--- src/source/snd_pkg.sv ---
package snd_pkg;

	// voice engine sizes
	localparam int NUM_VOICES  = 8;
	localparam int SLOT_W      = 3;
	localparam int FREQ_W      = 16;
	localparam int PHASE_W     = 20;  // wave index is the top WAVE_IDX_W bits
	localparam int WAVE_SEL_W  = 3;
	localparam int WAVE_IDX_W  = 5;
	localparam int WAVE_SAMP_W = 4;
	localparam int VOL_W       = 4;
	localparam int PROD_W      = WAVE_SAMP_W + VOL_W;
	localparam int SUM_W       = 11;  // 8 x 225 fits

	// pcm side
	localparam int PCM_LEN    = 256;
	localparam int PCM_ADDR_W = 9;  // must reach PCM_LEN itself
	localparam int PCM_W      = 8;
	localparam int SND_W      = 8;

	// host register window
	localparam int AXI_ADDR_W = 8;
	localparam int AXI_DATA_W = 32;

	localparam logic [AXI_ADDR_W-1:0] REG_VOICE_BASE = 8'h00;  // voice n at base + 4n
	localparam logic [AXI_ADDR_W-1:0] REG_CTRL       = 8'h20;  // bit 0 enable
	localparam logic [AXI_ADDR_W-1:0] REG_STATUS     = 8'h24;  // bit 0 pcm busy, read only

	// field positions inside a voice word, frequency sits at bit 0
	localparam int WAVE_LSB = 16;
	localparam int VOL_LSB  = 20;

	localparam logic [1:0] RESP_OKAY   = 2'b00;
	localparam logic [1:0] RESP_SLVERR = 2'b10;

	// wave table contents, a ramp offset by the waveform number
	function automatic logic [WAVE_SAMP_W-1:0] wave_sample(
		input logic [WAVE_SEL_W-1:0] waveform,
		input logic [WAVE_IDX_W-1:0] index
	);
		logic [WAVE_IDX_W:0] total;
		total = index + waveform + 1'b1;
		return total[WAVE_SAMP_W-1:0];  // mod 16
	endfunction

	// pcm sample contents
	function automatic logic [PCM_W-1:0] pcm_sample(
		input logic [PCM_ADDR_W-1:0] address
	);
		return address[PCM_W-1:0] ^ 8'h5A;
	endfunction

endpackage

--- src/source/pcm_player.sv ---
`timescale 1ns/1ps

module pcm_player (
	input  logic pcm_clk,
	input  logic RESET,
	input  logic pcm_kick,

	output logic [snd_pkg::PCM_W-1:0] pcm_out,
	output logic pcm_busy
);
	import snd_pkg::*;

	logic kick_q;
	logic [PCM_ADDR_W-1:0] pcm_addr;
	logic [PCM_W-1:0] pcm_data;

	assign pcm_data = pcm_sample(pcm_addr);

	// pcm_busy doubles as the idle/playing state
	always_ff @(posedge pcm_clk or posedge RESET) begin
		if (RESET) begin
			kick_q   <= 1'b0;
			pcm_busy <= 1'b0;
			pcm_addr <= '0;
			pcm_out  <= '0;
		end else begin
			kick_q <= pcm_kick;
			if (pcm_busy) begin
				if (pcm_addr >= PCM_ADDR_W'(PCM_LEN)) begin
					pcm_busy <= 1'b0;  // last sample stays on pcm_out
				end else begin
					pcm_out  <= {1'b0, pcm_data[PCM_W-1:1]};  // half level
					pcm_addr <= pcm_addr + 1'b1;
				end
			end else begin
				// kicks only count here, a kick while playing is dropped
				pcm_busy <= kick_q;
				pcm_addr <= '0;
			end
		end
	end

endmodule

--- src/source/snd_mixer.sv ---
`timescale 1ns/1ps

module snd_mixer (
	input  logic pcm_clk,
	input  logic RESET,
	input  logic [snd_pkg::SUM_W-1:0] wsg_sum,
	input  logic [snd_pkg::PCM_W-1:0] pcm_out,
	input  logic snd_enable,

	output logic [snd_pkg::SND_W-1:0] snd
);
	import snd_pkg::*;

	logic [SND_W:0] mix_sum;  // one carry bit for overflow

	// wavetable sum scaled down by 8
	assign mix_sum = wsg_sum[SUM_W-1 -: SND_W] + pcm_out;

	always_ff @(posedge pcm_clk or posedge RESET) begin
		if (RESET) begin
			snd <= '0;
		end else if (!snd_enable) begin
			snd <= '0;  // muted
		end else if (mix_sum[SND_W]) begin
			snd <= '1;  // clip at full scale
		end else begin
			snd <= mix_sum[SND_W-1:0];
		end
	end

endmodule

--- src/source/snd_reg_bridge.sv ---
`timescale 1ns/1ps

module snd_reg_bridge (
	input  logic pcm_clk,
	input  logic RESET,

	input  logic [snd_pkg::AXI_ADDR_W-1:0] awaddr,
	input  logic awvalid,
	output logic awready,
	input  logic [snd_pkg::AXI_DATA_W-1:0] wdata,
	input  logic [snd_pkg::AXI_DATA_W/8-1:0] wstrb,
	input  logic wvalid,
	output logic wready,
	output logic [1:0] bresp,
	output logic bvalid,
	input  logic bready,
	input  logic [snd_pkg::AXI_ADDR_W-1:0] araddr,
	input  logic arvalid,
	output logic arready,
	output logic [snd_pkg::AXI_DATA_W-1:0] rdata,
	output logic [1:0] rresp,
	output logic rvalid,
	input  logic rready,

	input  logic pcm_busy,

	output logic [snd_pkg::NUM_VOICES*snd_pkg::FREQ_W-1:0] voice_freq,
	output logic [snd_pkg::NUM_VOICES*snd_pkg::WAVE_SEL_W-1:0] voice_wave,
	output logic [snd_pkg::NUM_VOICES*snd_pkg::VOL_W-1:0] voice_vol,
	output logic [snd_pkg::NUM_VOICES-1:0] voice_wr,
	output logic snd_enable
);
	import snd_pkg::*;

	logic wr_go;
	logic rd_go;
	logic wr_voice;
	logic wr_ctrl;
	logic rd_voice;
	logic rd_ctrl;
	logic rd_status;
	logic [SLOT_W-1:0] wr_slot;
	logic [SLOT_W-1:0] rd_slot;
	logic [AXI_DATA_W-1:0] rd_word;
	logic rd_err;

	// address and data accepted together, only while no response is pending
	assign wr_go   = awvalid & wvalid & ~bvalid;
	assign awready = wr_go;
	assign wready  = wr_go;

	assign arready = ~rvalid;
	assign rd_go   = arvalid & arready;

	// word decode, low two address bits ignored
	assign wr_voice  = (awaddr[AXI_ADDR_W-1:SLOT_W+2] == REG_VOICE_BASE[AXI_ADDR_W-1:SLOT_W+2]);
	assign wr_ctrl   = (awaddr[AXI_ADDR_W-1:2] == REG_CTRL[AXI_ADDR_W-1:2]);
	assign wr_slot   = awaddr[SLOT_W+1:2];
	assign rd_voice  = (araddr[AXI_ADDR_W-1:SLOT_W+2] == REG_VOICE_BASE[AXI_ADDR_W-1:SLOT_W+2]);
	assign rd_ctrl   = (araddr[AXI_ADDR_W-1:2] == REG_CTRL[AXI_ADDR_W-1:2]);
	assign rd_status = (araddr[AXI_ADDR_W-1:2] == REG_STATUS[AXI_ADDR_W-1:2]);
	assign rd_slot   = araddr[SLOT_W+1:2];

	always_ff @(posedge pcm_clk or posedge RESET) begin
		if (RESET) begin
			voice_freq <= '0;
			voice_wave <= '0;
			voice_vol  <= '0;
			voice_wr   <= '0;
			snd_enable <= 1'b0;
			bvalid     <= 1'b0;
			bresp      <= RESP_OKAY;
		end else begin
			voice_wr <= '0;  // single cycle strobe
			if (bvalid && bready)
				bvalid <= 1'b0;
			if (wr_go) begin
				bvalid <= 1'b1;
				bresp  <= (wr_voice || wr_ctrl) ? RESP_OKAY : RESP_SLVERR;
				if (wr_voice) begin
					if (wstrb[0])
						voice_freq[wr_slot*FREQ_W +: 8] <= wdata[7:0];
					if (wstrb[1])
						voice_freq[wr_slot*FREQ_W+8 +: 8] <= wdata[15:8];
					if (wstrb[2]) begin  // waveform and volume share byte 2
						voice_wave[wr_slot*WAVE_SEL_W +: WAVE_SEL_W] <= wdata[WAVE_LSB +: WAVE_SEL_W];
						voice_vol[wr_slot*VOL_W +: VOL_W] <= wdata[VOL_LSB +: VOL_W];
					end
					voice_wr[wr_slot] <= 1'b1;
				end
				if (wr_ctrl && wstrb[0])
					snd_enable <= wdata[0];
			end
		end
	end

	// read data, unused bits read as zero
	always_comb begin
		rd_word = '0;
		rd_err  = 1'b0;
		if (rd_voice) begin
			rd_word[FREQ_W-1:0]            = voice_freq[rd_slot*FREQ_W +: FREQ_W];
			rd_word[WAVE_LSB +: WAVE_SEL_W] = voice_wave[rd_slot*WAVE_SEL_W +: WAVE_SEL_W];
			rd_word[VOL_LSB +: VOL_W]       = voice_vol[rd_slot*VOL_W +: VOL_W];
		end else if (rd_ctrl) begin
			rd_word[0] = snd_enable;
		end else if (rd_status) begin
			rd_word[0] = pcm_busy;  // live player state
		end else begin
			rd_err = 1'b1;
		end
	end

	always_ff @(posedge pcm_clk or posedge RESET) begin
		if (RESET) begin
			rvalid <= 1'b0;
			rresp  <= RESP_OKAY;
		end else begin
			if (rvalid && rready)
				rvalid <= 1'b0;
			if (rd_go) begin
				rvalid <= 1'b1;
				rresp  <= rd_err ? RESP_SLVERR : RESP_OKAY;
			end
		end
	end

	always_ff @(posedge pcm_clk) begin
		if (rd_go)
			rdata <= rd_word;
	end

endmodule

--- src/source/sound_top.sv ---
`timescale 1ns/1ps

module sound_top (
	input  logic pcm_clk,
	input  logic RESET,

	input  logic [snd_pkg::AXI_ADDR_W-1:0] awaddr,
	input  logic awvalid,
	output logic awready,
	input  logic [snd_pkg::AXI_DATA_W-1:0] wdata,
	input  logic [snd_pkg::AXI_DATA_W/8-1:0] wstrb,
	input  logic wvalid,
	output logic wready,
	output logic [1:0] bresp,
	output logic bvalid,
	input  logic bready,
	input  logic [snd_pkg::AXI_ADDR_W-1:0] araddr,
	input  logic arvalid,
	output logic arready,
	output logic [snd_pkg::AXI_DATA_W-1:0] rdata,
	output logic [1:0] rresp,
	output logic rvalid,
	input  logic rready,

	input  logic pcm_kick,

	output logic [snd_pkg::SND_W-1:0] snd,
	output logic sample_tick
);
	import snd_pkg::*;

	// voice settings from the host window
	logic [NUM_VOICES*FREQ_W-1:0] voice_freq;
	logic [NUM_VOICES*WAVE_SEL_W-1:0] voice_wave;
	logic [NUM_VOICES*VOL_W-1:0] voice_vol;
	logic [NUM_VOICES-1:0] voice_wr;
	logic snd_enable;

	logic [SUM_W-1:0] wsg_sum;
	logic [PCM_W-1:0] pcm_out;
	logic pcm_busy;  // back to the status register

	// port names match the nets above
	snd_reg_bridge u_bridge (.*);

	wsg_voice_engine u_wsg (.*);

	pcm_player u_pcm (.*);

	snd_mixer u_mixer (.*);

endmodule

--- src/source/wsg_voice_engine.sv ---
`timescale 1ns/1ps

module wsg_voice_engine (
	input  logic pcm_clk,
	input  logic RESET,

	input  logic [snd_pkg::NUM_VOICES*snd_pkg::FREQ_W-1:0] voice_freq,
	input  logic [snd_pkg::NUM_VOICES*snd_pkg::WAVE_SEL_W-1:0] voice_wave,
	input  logic [snd_pkg::NUM_VOICES*snd_pkg::VOL_W-1:0] voice_vol,
	input  logic [snd_pkg::NUM_VOICES-1:0] voice_wr,

	output logic [snd_pkg::SUM_W-1:0] wsg_sum,
	output logic sample_tick
);
	import snd_pkg::*;

	logic [SLOT_W-1:0] slot;
	logic frame_end;

	// settings frozen for one frame
	logic [FREQ_W-1:0] sh_freq [NUM_VOICES];
	logic [WAVE_SEL_W-1:0] sh_wave [NUM_VOICES];
	logic [VOL_W-1:0] sh_vol [NUM_VOICES];

	logic [PHASE_W-1:0] phase [NUM_VOICES];
	logic [NUM_VOICES-1:0] dirty;
	logic [NUM_VOICES-1:0] restart;
	logic [WAVE_IDX_W-1:0] cur_idx;

	logic [WAVE_SAMP_W-1:0] lk_samp;
	logic [VOL_W-1:0] lk_vol;
	logic [SLOT_W-1:0] lk_slot;
	logic [PROD_W-1:0] mul_prod;
	logic [SLOT_W-1:0] mul_slot;
	logic [SUM_W-1:0] acc;

	assign frame_end = (slot == SLOT_W'(NUM_VOICES-1));
	assign restart   = dirty | voice_wr;  // include a write landing on the latch edge
	assign cur_idx   = phase[slot][PHASE_W-1 -: WAVE_IDX_W];

	always_ff @(posedge pcm_clk or posedge RESET) begin
		if (RESET) begin
			slot  <= '0;
			dirty <= '0;
		end else begin
			slot <= slot + 1'b1;
			if (frame_end)
				dirty <= '0;
			else
				dirty <= dirty | voice_wr;
		end
	end

	// new settings take effect on entry to slot 0
	always_ff @(posedge pcm_clk or posedge RESET) begin
		if (RESET) begin
			for (int v = 0; v < NUM_VOICES; v++) begin
				sh_freq[v] <= '0;
				sh_wave[v] <= '0;
				sh_vol[v]  <= '0;
			end
		end else if (frame_end) begin
			for (int v = 0; v < NUM_VOICES; v++) begin
				sh_freq[v] <= voice_freq[v*FREQ_W +: FREQ_W];
				sh_wave[v] <= voice_wave[v*WAVE_SEL_W +: WAVE_SEL_W];
				sh_vol[v]  <= voice_vol[v*VOL_W +: VOL_W];
			end
		end
	end

	// one phase step per voice per frame, rewritten voices restart at 0
	always_ff @(posedge pcm_clk or posedge RESET) begin
		if (RESET) begin
			for (int v = 0; v < NUM_VOICES; v++)
				phase[v] <= '0;
		end else begin
			phase[slot] <= phase[slot] + PHASE_W'(sh_freq[slot]);
			if (frame_end) begin
				for (int v = 0; v < NUM_VOICES; v++)
					if (restart[v])
						phase[v] <= '0;
			end
		end
	end

	// lookup, multiply, accumulate
	always_ff @(posedge pcm_clk or posedge RESET) begin
		if (RESET) begin
			lk_samp     <= '0;
			lk_vol      <= '0;
			lk_slot     <= '0;
			mul_prod    <= '0;
			mul_slot    <= '0;
			acc         <= '0;
			wsg_sum     <= '0;
			sample_tick <= 1'b0;
		end else begin
			lk_samp <= wave_sample(sh_wave[slot], cur_idx);  // phase before this frame's step
			lk_vol  <= sh_vol[slot];
			lk_slot <= slot;

			mul_prod <= lk_samp * lk_vol;
			mul_slot <= lk_slot;

			if (mul_slot == '0)
				acc <= SUM_W'(mul_prod);  // first voice of the frame
			else
				acc <= acc + SUM_W'(mul_prod);

			sample_tick <= (mul_slot == SLOT_W'(NUM_VOICES-1));
			if (mul_slot == SLOT_W'(NUM_VOICES-1))
				wsg_sum <= acc + SUM_W'(mul_prod);  // held until next frame
		end
	end

endmodule

--- config.mk ---
export PLATFORM = sky130hd
export DESIGN_NAME = sound_top
export DESIGN_NICKNAME = d
export VERILOG_FILES = /design/src/source/snd_pkg.sv /design/src/source/pcm_player.sv /design/src/source/snd_mixer.sv /design/src/source/snd_reg_bridge.sv /design/src/source/sound_top.sv /design/src/source/wsg_voice_engine.sv
export SDC_FILE = /design/constraint.sdc
export NUM_CORES = 2
export LEC_CHECK = 0
export BUFFER_PORTS_ARGS = -buffer_cell sky130_fd_sc_hd__buf_4
export CAP_MARGIN = 0
export CORE_MARGIN = 4
export CORE_UTILIZATION = 45
export CTS_CLUSTER_SIZE = 25
export DETAILED_ROUTE_END_ITERATION = 8
export PLACE_DENSITY = 0.71
export SYNTH_ARGS = -nofsm -noshare
export SYNTH_HDL_FRONTEND = slang
export SYNTH_SLANG_ARGS = --single-unit
--- constraint.sdc ---
create_clock -name pcm_clk -period 64.8 [get_ports pcm_clk]
set_clock_uncertainty 0.05 [all_clocks]
set_input_delay 12.96 -clock pcm_clk [delete_from_list [all_inputs] [get_ports pcm_clk]]
set_output_delay 12.96 -clock pcm_clk [all_outputs]
set_load 0.01 [all_outputs]
==> metrics.csv <==
metric,value,unit
Layout area overhead,11.9,%
WL per Instance,23.0,um
# DRC,0,
total gr overflow,0,
CTS Buf Count,61,
filler cell count,5514,
Worst setup EP type,primary output,
setup slack at placement,38.38,ns
synthesized area per cell,11.4,um^2
Final Util,0.509,
final wirelength,80.7,mm
reg2reg start,u_wsg.slot[1],
HP Start,u_wsg.lk_slot[2],
CP startpoint kind,primary input,
share of cells above drive strength 1,0.222,
Final min period,26.41,ns
CP Launch Point,wvalid,
Synth Instances,2566,
run status,"complete, no violations",
M2 GR Usage,0.371,
"Async S/R FF share, synth",0.964,
vias after detailed routing,21295,
Die ar.,0.0694,mm^2
dpl hpwl,50.7,mm
crit path kind,in -> out,
H-tree Lvls,2,
Worst Path Max Fanout,6,
number of synthesized flops with an enable pin,23,
GRT Overall Usage,0.229,
Max Freq,0.0379,GHz
initial antenna violation count,0,
GR Util met1,0.316,
Slew HR,0.120,
Port Buffers,84,
Root Driver,clkbuf_16,
clk_lat worst skew,0.65,ns
Layout Cells excl Fill,3503,
Worst R2R Path Depth,14,
Core Rows,93,
synth warn,0,
busiest grt layer,met2,
CORE AREA,0.0645,mm^2
final period utilization,0.408,
pwr dens,26.1,mW/mm^2
met3 GRT Util,0.0354,
Max Cap Viol,0,
die height,263,um
Netlist cell types,70,
fin. max-slew vios,0,
drt pass-1 iters,6,
diode count,0,
Max rail drop VDD,0.0000215,V
Leakage,15.1,nW
I/O pin cnt,110,
Starting DRT DRC Count,2275,
Final setup viols,0,
Seq cells post-synth,635,
largest net degree at the start of global routing,135,
cts hold-fix bufs,0,
setup TNS,0,ns
number of gates resized after cts,0,
RSZ-0062 raised after global routing,false,
CTS tree,yes,
routed vias/inst,6.08,
post-route ant nets,0,
final worst-path setup slack,38.39,ns
final hold vios,0,
Die X,263,um
crit path DAT,13.40,ns
Tightest Hold Check Type,reg -> reg,
Reg-to-Reg End,u_wsg.phase[36],
Starting Density,0.455,
Critical Path RT,51.79,ns
Hold Worst Slack,0.305,ns
clock buffer depth,3,
"Setup Fix Bufs, Post-CTS",0,
endpoint with the worst hold slack,u_wsg.mul_slot[2],
"Primary FF master, synth",dfrtp_1,
Hold Crit Depth,0,
vias in the first global route,21797,
"reg-to-reg slack, setup",59.01,ns
Worst Tran Pin Value,1.31,ns
"Seq/Total Area, Yosys",0.545,
nets,2719,
first-pass GRT wire length,127,mm
GP Congestion,0.874,
mapped cell area,0.0293,mm^2
total clock sinks,635,
clock slew at reported path FFs,0.06,ns
Post-Place Cells,3388,
Yosys cell counts, types with 15 or more instances:
| master | count | area, um^2 |
|---|---|---|
| buf_4 | 18 | 135 |
| and2_1 | 20 | 125 |
| a22o_1 | 20 | 175 |
| nand4_1 | 42 | 263 |
| dfrtp_1 | 612 | 15300 |
| nand2_1 | 389 | 1460 |
| a22oi_1 | 174 | 1310 |
| mux2_2 | 281 | 3160 |
| ha_1 | 55 | 688 |
| nor2b_1 | 23 | 144 |
| a21o_1 | 17 | 128 |
| mux4_2 | 48 | 1080 |
| buf_1 | 25 | 93.8 |
| inv_1 | 32 | 120 |
| a211oi_1 | 29 | 218 |
| clkbuf_1 | 97 | 364 |
| o21ai_1 | 15 | 75.1 |
| o21ai_0 | 165 | 826 |
| buf_2 | 16 | 80.1 |
| nand3_1 | 56 | 280 |
| mux2i_1 | 26 | 260 |
| edfxtp_1 | 23 | 691 |
| nor2_1 | 126 | 473 |
| a21oi_1 | 94 | 470 |
| xnor2_1 | 16 | 140 |
| xor2_1 | 16 | 140 |
kinds of logic after synthesis:
family / after synthesis / synth area share
other: 1 / 0.000128
adders and majority gates: 63 / 0.0289
DFF: 635 / 0.545
buffers and inverters: 191 / 0.0277
AOI/OAI and AO/OA: 555 / 0.121
xor gates and xnor gates: 36 / 0.0118
muxes: 356 / 0.154
and+or+nand+nor: 729 / 0.111
where the power goes:
part	internal (mW)	total, mW	switching [mW]	leakage [nW]
Sequential	0.411	0.420	0.00902	8.68
Combinational	0.0199	0.0515	0.0316	5.37
Clock	0.224	0.384	0.160	1.06
Total	0.655	0.856	0.200	15.1
through the flow:
| step | cell area [um^2] | total power, mW |
|---|---|---|
| floorplan | 29400 | 0.460 |
| global placement | 30700 | 0.476 |
| detailed placement | 30700 | 0.479 |
| CTS | 32800 | 0.861 |
| global route | 32800 | 0.885 |
| finish | 32800 | 0.856 |
routing by layer:
layer,wire length (um),share of wire
met5,0,0
met4,2980,0.037
met3,5880,0.073
met2,38000,0.47
met1,33900,0.42
registers in the layout, indices dropped and copies added (netlist names), 9 cells and up:
| name | cells |
|---|---|
| u_wsg.phase | 152 |
| u_bridge.voice_freq | 128 |
| u_wsg.sh_freq | 128 |
| u_bridge.voice_vol | 32 |
| u_wsg.sh_vol | 32 |
| u_bridge.voice_wave | 24 |
| u_wsg.sh_wave | 24 |
| u_bridge.rdata | 23 |
| u_wsg.acc | 11 |
| u_pcm.pcm_addr | 9 |
area by class of cell:
cell class,instances,area [um^2],area share
Inverter,34,135,0.00411
Timing Repair Buffer,114,856,0.0261
Clock inverter,32,437,0.0133
Clock buffer,83,1730,0.0527
Tap cell,855,1070,0.0326
Sequential cell,635,16000,0.487
Multi-Input combinational cell,1750,12600,0.384
worst max-delay path, stage by stage:
cell and delay [ns]:
buf_4 0.12, nand3b_4 0.11, inv_1 0.07, buf_4 0.14
worst max-delay path by stage:
| stage | end | slack, ns | depth (start not counted) |
|---|---|---|---|
| 4_1_cts | awready | 38.38 | 4 |
| 6_report | awready | 38.39 | 4 |
| 2_1_floorplan | u_bridge.bresp[1] | 34.65 | 1 |
| 3_3_place_gp | wready | 38.40 | 4 |
| 5_1_grt | awready | 38.35 | 4 |
| 3_5_place_dp | awready | 38.38 | 4 |
cell usage in the layout (no fill, tap or decap), drive strengths merged, types with 4 or more instances in the layout:
master	n
a21o	17
o21ai	180
a22o	20
clkinv	18
a21oi	101
buf	114
mux4	48
nand2b	5
conb	11
clkbuf	83
edfxtp	23
nor2b	23
and2	20
nand3	56
ha	55
dfrtp	612
nand3b	4
nand4	42
xor2	18
xnor2	18
and3	14
inv	36
mux2	281
a211oi	30
bufinv	9
a22oi	174
o21bai	4
mux2i	27
nand2	389
or2	6
o211ai	11
nor3	15
nor2	130
fa	8
or3	14
Note: power is estimated with default switching activity, not from simulation.
